## config.mk

```make
export PLATFORM = sky130hd
export DESIGN_NAME = cpu_datapath
export DESIGN_NICKNAME = d
export VERILOG_FILES = /design/src/rtl/lc3b_isa_pkg.sv /design/src/rtl/lc3b_core_pkg.sv /design/src/rtl/fetch_unit.sv /design/src/rtl/fetch_queue.sv /design/src/rtl/execute_unit.sv /design/src/rtl/cpu_datapath.sv
export SDC_FILE = /design/constraint.sdc
export NUM_CORES = 1
export LEC_CHECK = 0
export BUFFER_PORTS_ARGS = -buffer_cell sky130_fd_sc_hd__buf_2
export CAP_MARGIN = 20
export CORE_MARGIN = 2
export CORE_UTILIZATION = 58
export CTS_BUF_LIST = sky130_fd_sc_hd__clkbuf_8
export CTS_CLUSTER_SIZE = 10
export DETAILED_ROUTE_END_ITERATION = 6
export GPL_TIMING_DRIVEN = 0
export HOLD_SLACK_MARGIN = 0.15
export MAX_ROUTING_LAYER = met4
export PLACE_DENSITY = 0.82
export SLEW_MARGIN = 15
export SYNTH_ARGS = -nofsm -noshare
export SYNTH_HDL_FRONTEND = slang
export SYNTH_SLANG_ARGS = --single-unit
```

## constraint.sdc

```tcl
create_clock -name clk -period 4.75 [get_ports clk]
set_input_delay 0.2375 -clock clk [delete_from_list [all_inputs] [get_ports clk]]
set_output_delay 0.2375 -clock clk [all_outputs]
set_load 0.01 [all_outputs]
```

## src/rtl/lc3b_isa_pkg.sv

```systemverilog
`default_nettype none

package lc3b_isa_pkg;

  typedef logic [15:0] lc3b_word;  // data words and byte addresses.
  typedef logic [2:0] lc3b_reg;    // index into the eight general registers.
  typedef logic [2:0] lc3b_nzp;    // condition code, bit 2 is N and bit 0 is P.

  // Only the opcodes the core executes are named. Every other encoding is retired as a NOP.
  typedef enum logic [3:0] {
    op_br   = 4'b0000,
    op_add  = 4'b0001,
    op_and  = 4'b0101,
    op_ldr  = 4'b0110,
    op_str  = 4'b0111,
    op_not  = 4'b1001,
    op_trap = 4'b1111
  } lc3b_opcode;

  localparam lc3b_nzp nzp_n = 3'b100;  // negative result.
  localparam lc3b_nzp nzp_z = 3'b010;  // zero result, also the code after reset.
  localparam lc3b_nzp nzp_p = 3'b001;  // positive result.

  // ADD, AND and NOT read the word this way.
  typedef struct packed {
    lc3b_opcode opcode;
    lc3b_reg    dest;
    lc3b_reg    src1;
    logic       imm_flag;     // high selects imm5, low selects the register in field5[2:0].
    logic [4:0] field5;
  } lc3b_operate_view;

  // BR, LDR and STR read the word this way.
  typedef struct packed {
    lc3b_opcode opcode;
    logic [2:0] field3;       // nzp mask for BR, data register for LDR and STR.
    logic [8:0] field9;       // offset9 for BR, base register and offset6 for LDR and STR.
  } lc3b_mem_view;

  typedef union packed {
    lc3b_operate_view op;
    lc3b_mem_view     mb;
  } lc3b_instr;

  // condition code that a register write of this value produces.
  function automatic lc3b_nzp nzp_of(lc3b_word value);
    lc3b_nzp code;
    if (value[15]) begin
      code = nzp_n;
    end else if (value == 16'h0000) begin
      code = nzp_z;
    end else begin
      code = nzp_p;
    end
    return code;
  endfunction

endpackage

`default_nettype wire

```

## src/rtl/lc3b_core_pkg.sv

```systemverilog
`default_nettype none

package lc3b_core_pkg;

  // address of the first instruction fetched after reset.
  localparam lc3b_isa_pkg::lc3b_word reset_pc = 16'h0000;

  // Fetch queue sizing. The depth must be a power of two so the pointers wrap on their own.
  localparam int unsigned queue_depth     = 4;
  localparam int unsigned queue_ptr_width = 2;

endpackage

`default_nettype wire

```

## src/rtl/fetch_unit.sv

```systemverilog
`default_nettype none

module fetch_unit (
  input  logic                    clk,
  input  logic                    reset,
  input  logic                    instruction_response,
  input  lc3b_isa_pkg::lc3b_word  instr,
  input  logic                    push_ready,
  input  logic                    redirect,
  input  lc3b_isa_pkg::lc3b_word  redirect_pc,
  output logic                    instruction_request,
  output lc3b_isa_pkg::lc3b_word  instruction_address,
  output logic                    push_valid,
  output lc3b_isa_pkg::lc3b_word  push_pc,
  output lc3b_isa_pkg::lc3b_word  push_instr
);

  lc3b_isa_pkg::lc3b_word pc;          // next address to fetch.
  lc3b_isa_pkg::lc3b_word req_addr;    // address of the request on the port.
  logic                   pending;     // one instruction request is outstanding.
  logic                   discard;     // the outstanding request belongs to an abandoned path.
  logic                   hold_valid;
  lc3b_isa_pkg::lc3b_word hold_pc;
  lc3b_isa_pkg::lc3b_word hold_instr;
  logic                   push_fire;
  logic                   accept;
  logic                   start;

  assign push_fire = hold_valid && push_ready;
  assign accept    = pending && instruction_response && !discard && !redirect;  // keep the word.
  // a new request starts once the holding register is free or leaves this cycle.
  assign start     = !pending && !redirect && (!hold_valid || push_fire);

  assign instruction_request = pending;
  assign instruction_address = req_addr;  // stays put while the request is open.
  assign push_valid          = hold_valid;
  assign push_pc             = hold_pc;
  assign push_instr          = hold_instr;

  always_ff @(posedge clk) begin
    if (reset) begin
      pc         <= lc3b_core_pkg::reset_pc;
      req_addr   <= lc3b_core_pkg::reset_pc;
      pending    <= 1'b0;
      discard    <= 1'b0;
      hold_valid <= 1'b0;
    end else begin
      if (redirect) begin
        pc <= redirect_pc;
      end else if (accept) begin
        pc <= pc + 16'd2;  // sequential fetch.
      end

      if (start) begin
        req_addr <= pc;
      end

      if (pending) begin
        if (instruction_response) begin
          pending <= 1'b0;
        end
      end else if (start) begin
        pending <= 1'b1;
      end

      if (pending && instruction_response) begin
        discard <= 1'b0;  // the stale word has come back and is dropped.
      end else if (redirect && pending) begin
        discard <= 1'b1;
      end

      if (redirect) begin
        hold_valid <= 1'b0;  // a held word is from the old path.
      end else if (accept) begin
        hold_valid <= 1'b1;
      end else if (push_fire) begin
        hold_valid <= 1'b0;
      end
    end
  end

  always_ff @(posedge clk) begin
    if (accept) begin
      hold_pc    <= req_addr;
      hold_instr <= instr;
    end
  end

endmodule

`default_nettype wire

```

## src/rtl/fetch_queue.sv

```systemverilog
`default_nettype none

module fetch_queue (
  input  logic                    clk,
  input  logic                    reset,
  input  logic                    flush,
  input  logic                    push_valid,
  input  lc3b_isa_pkg::lc3b_word  push_pc,
  input  lc3b_isa_pkg::lc3b_word  push_instr,
  input  logic                    pop_ready,
  output logic                    push_ready,
  output logic                    pop_valid,
  output lc3b_isa_pkg::lc3b_word  pop_pc,
  output lc3b_isa_pkg::lc3b_word  pop_instr
);

  typedef logic [lc3b_core_pkg::queue_ptr_width-1:0] ptr_t;
  typedef logic [lc3b_core_pkg::queue_ptr_width:0] count_t;

  lc3b_isa_pkg::lc3b_word pc_mem    [lc3b_core_pkg::queue_depth];
  lc3b_isa_pkg::lc3b_word instr_mem [lc3b_core_pkg::queue_depth];
  ptr_t                   rd_ptr;
  ptr_t                   wr_ptr;
  count_t                 count;    // entries currently stored.
  logic                   push_fire;
  logic                   pop_fire;

  assign push_ready = count != count_t'(lc3b_core_pkg::queue_depth);
  assign pop_valid  = count != '0;  // no bypass, a new entry shows one cycle later.
  assign push_fire  = push_valid && push_ready;
  assign pop_fire   = pop_valid && pop_ready;

  assign pop_pc    = pc_mem[rd_ptr];
  assign pop_instr = instr_mem[rd_ptr];

  always_ff @(posedge clk) begin
    if (reset || flush) begin
      rd_ptr <= '0;  // flush wins over a push in the same cycle.
      wr_ptr <= '0;
      count  <= '0;
    end else begin
      if (push_fire) begin
        wr_ptr <= wr_ptr + ptr_t'(1);
      end
      if (pop_fire) begin
        rd_ptr <= rd_ptr + ptr_t'(1);
      end
      count <= count + count_t'(push_fire) - count_t'(pop_fire);
    end
  end

  always_ff @(posedge clk) begin
    if (push_fire && !flush) begin
      pc_mem[wr_ptr]    <= push_pc;
      instr_mem[wr_ptr] <= push_instr;
    end
  end

endmodule

`default_nettype wire

```

## src/rtl/execute_unit.sv

```systemverilog
`default_nettype none

module execute_unit (
  input  logic                    clk,
  input  logic                    reset,
  input  logic                    pop_valid,
  input  lc3b_isa_pkg::lc3b_word  pop_pc,
  input  lc3b_isa_pkg::lc3b_word  pop_instr,
  input  logic                    data_response,
  input  lc3b_isa_pkg::lc3b_word  mem_rdata,
  output logic                    pop_ready,
  output logic                    redirect,
  output lc3b_isa_pkg::lc3b_word  redirect_pc,
  output logic                    data_request,
  output lc3b_isa_pkg::lc3b_word  mem_address,
  output logic                    write_enable,
  output lc3b_isa_pkg::lc3b_word  write_data,
  output logic                    halted
);

  lc3b_isa_pkg::lc3b_instr  ir;
  lc3b_isa_pkg::lc3b_opcode opcode;
  lc3b_isa_pkg::lc3b_word   regs [8];
  lc3b_isa_pkg::lc3b_nzp    nzp;
  logic                     mem_wait;   // with halted this forms the idle, memory and halt states.
  lc3b_isa_pkg::lc3b_reg    mem_dest;   // destination of the load in flight.
  logic                     pop_fire;
  lc3b_isa_pkg::lc3b_word   src1_value;
  lc3b_isa_pkg::lc3b_word   src2_value;
  lc3b_isa_pkg::lc3b_word   imm5_sext;
  lc3b_isa_pkg::lc3b_word   operand_b;
  lc3b_isa_pkg::lc3b_word   offset6_sext;
  lc3b_isa_pkg::lc3b_word   offset9_sext;
  lc3b_isa_pkg::lc3b_word   base_value;
  lc3b_isa_pkg::lc3b_word   alu_result;
  logic                     is_alu;
  logic                     is_mem;
  logic                     wr_en;
  lc3b_isa_pkg::lc3b_reg    wr_dest;
  lc3b_isa_pkg::lc3b_word   wr_data;

  assign ir     = pop_instr;
  assign opcode = ir.op.opcode;

  // operate view.
  assign src1_value = regs[ir.op.src1];
  assign src2_value = regs[ir.op.field5[2:0]];
  assign imm5_sext  = {{11{ir.op.field5[4]}}, ir.op.field5};
  assign operand_b  = ir.op.imm_flag ? imm5_sext : src2_value;

  // memory and branch view, both offsets count in words.
  assign base_value   = regs[ir.mb.field9[8:6]];
  assign offset6_sext = {{9{ir.mb.field9[5]}}, ir.mb.field9[5:0], 1'b0};
  assign offset9_sext = {{6{ir.mb.field9[8]}}, ir.mb.field9, 1'b0};

  assign pop_ready = !mem_wait && !halted;
  assign pop_fire  = pop_valid && pop_ready;

  assign is_alu = opcode == lc3b_isa_pkg::op_add || opcode == lc3b_isa_pkg::op_and ||
                  opcode == lc3b_isa_pkg::op_not;
  assign is_mem = opcode == lc3b_isa_pkg::op_ldr || opcode == lc3b_isa_pkg::op_str;

  // A zero mask is never taken, so the all-zero word retires as a NOP.
  assign redirect    = pop_fire && opcode == lc3b_isa_pkg::op_br && |(ir.mb.field3 & nzp);
  assign redirect_pc = pop_pc + 16'd2 + offset9_sext;

  always_comb begin
    case (opcode)
      lc3b_isa_pkg::op_add: alu_result = src1_value + operand_b;
      lc3b_isa_pkg::op_and: alu_result = src1_value & operand_b;
      lc3b_isa_pkg::op_not: alu_result = ~src1_value;
      default:              alu_result = src1_value;  // not written back.
    endcase
  end

  // Register write port. Load data arrives in the response cycle, ALU results in the pop cycle.
  always_comb begin
    wr_en   = 1'b0;
    wr_dest = ir.op.dest;
    wr_data = alu_result;
    if (mem_wait) begin
      wr_en   = data_response && !write_enable;  // only loads write back.
      wr_dest = mem_dest;
      wr_data = mem_rdata;
    end else if (pop_fire) begin
      wr_en = is_alu;
    end
  end

  always_ff @(posedge clk) begin
    if (reset) begin
      for (int i = 0; i < 8; i++) begin
        regs[i] <= '0;
      end
      nzp          <= lc3b_isa_pkg::nzp_z;
      mem_wait     <= 1'b0;
      data_request <= 1'b0;
      write_enable <= 1'b0;
      halted       <= 1'b0;
    end else begin
      if (wr_en) begin
        regs[wr_dest] <= wr_data;
        nzp           <= lc3b_isa_pkg::nzp_of(wr_data);  // every register write sets the code.
      end

      if (mem_wait) begin
        if (data_response) begin
          mem_wait     <= 1'b0;
          data_request <= 1'b0;
          write_enable <= 1'b0;
        end
      end else if (pop_fire) begin
        if (is_mem) begin
          mem_wait     <= 1'b1;
          data_request <= 1'b1;  // raised the cycle after the pop.
          write_enable <= opcode == lc3b_isa_pkg::op_str;
        end else if (opcode == lc3b_isa_pkg::op_trap) begin
          halted <= 1'b1;  // held until reset.
        end
      end
    end
  end

  always_ff @(posedge clk) begin
    if (pop_fire && is_mem) begin
      mem_address <= base_value + offset6_sext;
      write_data  <= regs[ir.mb.field3];
      mem_dest    <= ir.mb.field3;
    end
  end

endmodule

`default_nettype wire

```

## src/rtl/cpu_datapath.sv

```systemverilog
`default_nettype none

module cpu_datapath (
  input  logic                    clk,
  input  logic                    reset,
  input  lc3b_isa_pkg::lc3b_word  instr,
  input  logic                    instruction_response,
  input  lc3b_isa_pkg::lc3b_word  mem_rdata,
  input  logic                    data_response,
  output lc3b_isa_pkg::lc3b_word  instruction_address,
  output logic                    instruction_request,
  output lc3b_isa_pkg::lc3b_word  mem_address,
  output lc3b_isa_pkg::lc3b_word  write_data,
  output logic                    data_request,
  output logic                    write_enable,
  output logic                    halted
);

  logic                   push_valid;
  logic                   push_ready;
  lc3b_isa_pkg::lc3b_word push_pc;
  lc3b_isa_pkg::lc3b_word push_instr;
  logic                   queue_push_valid;
  logic                   fetch_push_ready;
  logic                   pop_valid;
  logic                   pop_ready;
  lc3b_isa_pkg::lc3b_word pop_pc;
  lc3b_isa_pkg::lc3b_word pop_instr;
  logic                   redirect;
  lc3b_isa_pkg::lc3b_word redirect_pc;

  // Once halted, the fetch unit keeps its held word and stops requesting.
  assign queue_push_valid = push_valid && !halted;
  assign fetch_push_ready = push_ready && !halted;

  fetch_unit fetch (
    .clk, .reset, .instruction_response, .instr,
    .push_ready (fetch_push_ready),
    .redirect, .redirect_pc,
    .instruction_request, .instruction_address,
    .push_valid, .push_pc, .push_instr
  );

  fetch_queue queue (
    .clk, .reset,
    .flush      (redirect),  // a taken branch drops all queued words.
    .push_valid (queue_push_valid),
    .push_pc, .push_instr, .pop_ready,
    .push_ready, .pop_valid, .pop_pc, .pop_instr
  );

  execute_unit execute (
    .clk, .reset, .pop_valid, .pop_pc, .pop_instr, .data_response, .mem_rdata,
    .pop_ready, .redirect, .redirect_pc,
    .data_request, .mem_address, .write_enable, .write_data, .halted
  );

endmodule

`default_nettype wire

```

==> reports/qor.csv <==
stage,metric,value,unit
run_status,status,finished clean,
finish,P&R area growth vs syn,18.7,%
clocking,htree depth,2,
yosys,Mapped Nets,1728,
placement,DP HPWL,40600,um
setup_path,R2R setup slack,0.006,ns
detailed_routing,antenna-violating nets left,0,
clocking,CTS tree,yes,
detailed_routing,DR iter-0 viols,2320,
placement,Port Buf Inserts,86,
detailed_routing,total number of vias,15400,
grt,vias in the first global route,15300,
die,Starting Density,58.4,%
grt,initial antenna violation count,1,
detailed_routing,DRC,0,
power,part of the power in registers,24.1,%
sta,crit share post-route,99.9,%
yosys,Synth Warn #,0,
clocking,clock slew at reported path FFs,0.08,ns
detailed_routing,Pre-antenna DRT Iters,6,
setup_path,Worst EP required,5.31,ns
power,power per cell area,756,nW/um2
power,VDD IR max,0.000411,V
setup_path,Critical Path Source Type,flop,
sta,setup violators final,0,
job,Max Cap Viol,0,
detailed_routing,Vias/cell,6.57,
sta,Tmin final,4.74,ns
finish,Seq. cell area,10700,um2
sta,Slew Limit Fails,0,
die,die area,35000,um2
die,FP Rows,67,
power,Psw,7830,uW
die,Die Wd,187,um
setup_path,Setup Crit Path Kind,reg -> reg,
grt,Total GRT Usage,36.4,%
yosys,Syn Area/Cell,12.0,um2
finish,filler cell count in the final layout,2299,
sta,Hold Fails Final Rpt,0,
placement,Post-Place Setup Slack,-2.57,ns
finish,area of the multi-input gates,8560,um2
yosys,Yosys top cell by area,edfxtp_1,
sta,PnR worst setup slack,0.00569,ns
power,P_int,9610,uW
die,Placeable Area,33300,um2
grt,grt ovf,0,
sta,Slew @ Worst Pin,1.22,ns
power,clock power share,16.4,%
placement,routability cong.,1.00,
setup_path,kind of cell adding the most delay to the critical path,compound AO/OA/AOI/OAI gates,
yosys,"EDFF count, synth",323,
finish,NumNets Final,1945,
clocking,CTS Buffer Depth,3,
yosys,Synth top cells by count,"edfxtp_1 (323), nor2_1 (216), nand2_1 (184)",
finish,design area,23100,um2
power,total chip power,17400,uW
die,Top-Level Pins,88,
yosys,synthesized cell area,19400,um2
clocking,# clock sinks,374,
clocking,CTS Buf Count,59,
setup_path,max incr delay on CP,0.65,ns
sta,FMAX,211,MHz
yosys,ranking of synthesized cells by area,"edfxtp_1 (50%), mux4_2 (7.9%), dfxtp_1 (5.3%)",
yosys,Post-Syn Instances,1624,
die,Die Ht,187,um
detailed_routing,routed length per instance,26.9,um
setup_path,"Max FO, Critical Path",10,
yosys,Synth cell types,75,
sta,relative slew slack,18.8,%
sta,Clock Skews,0.0676,ns
clocking,Clock Latency Late Sink,0.71,ns
detailed_routing,Post-Route WL,63000,um
grt,largest net degree at the start of global routing,25,
power,Pleak,0.00882,uW
finish,Util after Layout,69.3,%
setup_path,CP endpoint kind,flop,
setup_path,CP arrival,5.31,ns
grt,global-route wire length before repair,91200,um
sta,Hold Slack,0.183,ns
yosys,"Seq/Total Area, Yosys",55.1,%
yosys,Yosys reg bits,374,
yosys,top cell type's share of synthesized area,49.9,%
power,Logic pwr share,59.5,%
yosys,Post-synth ARST share,0,%
power,switching share of power,44.9,%
yosys,prevailing post-synth register cell,edfxtp_1,
setup_path,"Slowest-stage cell, CP",mux4_2,
clocking,CTS root buffer,clkbuf_8,
setup_path,number of buffer and inverter stages on the critical path,4,
finish,share of layout cells above drive strength 1,23.2,%
hold_path,HP Class,in -> reg,
yosys,most frequent cell after synthesis,edfxtp_1,
placement,Placement Cell Area,20600,um2
setup_path,"Cell Chain, Critical Path","buf_6, buf_12, mux4_2, nand2b_1, clkbuf_4, a21oi_2, nor3_4, ha_1, o21a_1, o21a_1, a21oi_2, o311ai_0, a311oi_1, o31a_1, buf_4, nand4_1, and4bb_2, o21ai_1",
## what timing repair did
action,4_1_cts,5_1_grt
hold buffers,20,0
pin swaps,16,23
setup endpoints to repair,148,41
hold endpoints to repair,29,0
gates resized for setup,138,42
setup buffers,18,25
## metrics by stage
step / setup TNS (ns) / cells
after floorplan: 0 / 1624
after global placement: -199.18 / 2158
after detailed placement: -178.38 / 2165
after CTS: 0 / 2309
after global routing: -0.945 / 2339
final: 0 / 2340
## cells in the final DEF, fill, tap and decap left out, drive strengths merged, types with 24 or more instances in the layout
cell    instances
a21oi          76
nor2          216
inv            65
nand2         184
buf           170
ha             64
mux4           68
nand3          63
clkinv         24
a22oi          29
dfxtp          51
xnor2          32
clkbuf        121
edfxtp        323
o21ai          34
mux2i          92
nor3           26
## cell families (layout without fill, tap and decap cells)
| family | Yosys count | after routing | synth area share [%] |
|---|---|---|---|
| AOI/OAI and AO/OA | 254 | 254 | 8.91 |
| other | 0 | 2 | 0 |
| muxes | 179 | 179 | 13.7 |
| xor gates and xnor gates | 48 | 48 | 2.16 |
| adders and majority gates | 68 | 68 | 4.53 |
| and+or+nand+nor | 562 | 562 | 12.5 |
| DFF | 374 | 374 | 55.1 |
| buffers and inverters | 139 | 405 | 3.06 |
## final cells by class
class	instances	share of cell area [%]
sequential	374	46.5
multi-input combinational	1111	37.1
timing repair buffer	160	5.15
clock buffer	66	3.94
buffer	86	2.77
tap	448	2.43
clock inverter	44	1.32
inverter	49	0.824
antenna	2	0.0217
## worst paths after layout
path | start | cells after the start | to
worst min register to register | fetch.instruction_address[14]$_SDFFE_PP0P_ | 0 | fetch.push_pc[14]$_DFFE_PP_
worst max-delay path | flop | 18 | execute.nzp[0]$_SDFFE_PP0P_
worst max register to register | flop | 18 | execute.nzp[0]$_SDFFE_PP0P_
worst min-delay path | mem_rdata[13] | 4 | execute.regs[1][13]$_SDFFCE_PN0P_
## worst register-to-register path: cells and delay by family (launching register included)
| kind | cells | cell delay, ns |
|---|---|---|
| AO/OA/AOI/OAI | 8 | 1.35 |
| AND/OR/NAND/NOR | 4 | 1.11 |
| buffers and inverters | 4 | 0.81 |
| multiplexers | 1 | 0.66 |
| adder cells (fa/ha/maj) | 1 | 0.36 |
| flip-flops | 1 | 0.34 |
## registers in the layout, summed over array words and instances (netlist names), 3 cells and up, named ones only
signal	count
execute.regs	128
queue.instr_mem	64
queue.pc_mem	64
execute.mem_address	16
execute.write_data	16
fetch.instruction_address	16
fetch.pc	16
fetch.push_instr	16
fetch.push_pc	16
execute.mem_dest	3
execute.nzp	3
queue.count	3
## power by group through the flow
stage / clock (uW) / sequential, uW / combinational, uW
floorplan: 0 / 4240 / 5960
global placement: 0 / 4240 / 8320
detailed placement: 0 / 4250 / 8520
CTS: 2850 / 4190 / 9400
global route: 3010 / 4220 / 10900
finish: 2860 / 4200 / 10400
## metal layers
layer | vias to the layer above | part of all wire [%] | wire length [um] | GRT usage, %
met5 | - | 0 | 0 | -
li1 | 6509 | - | - | -
met1 | 7345 | 34 | 21700 | 42.3
met4 | 0 | 7.6 | 4790 | 24.8
met2 | 1194 | 46 | 29100 | 56.2
met3 | 324 | 12 | 7380 | 8.82
(Power assumes the default switching activity.)
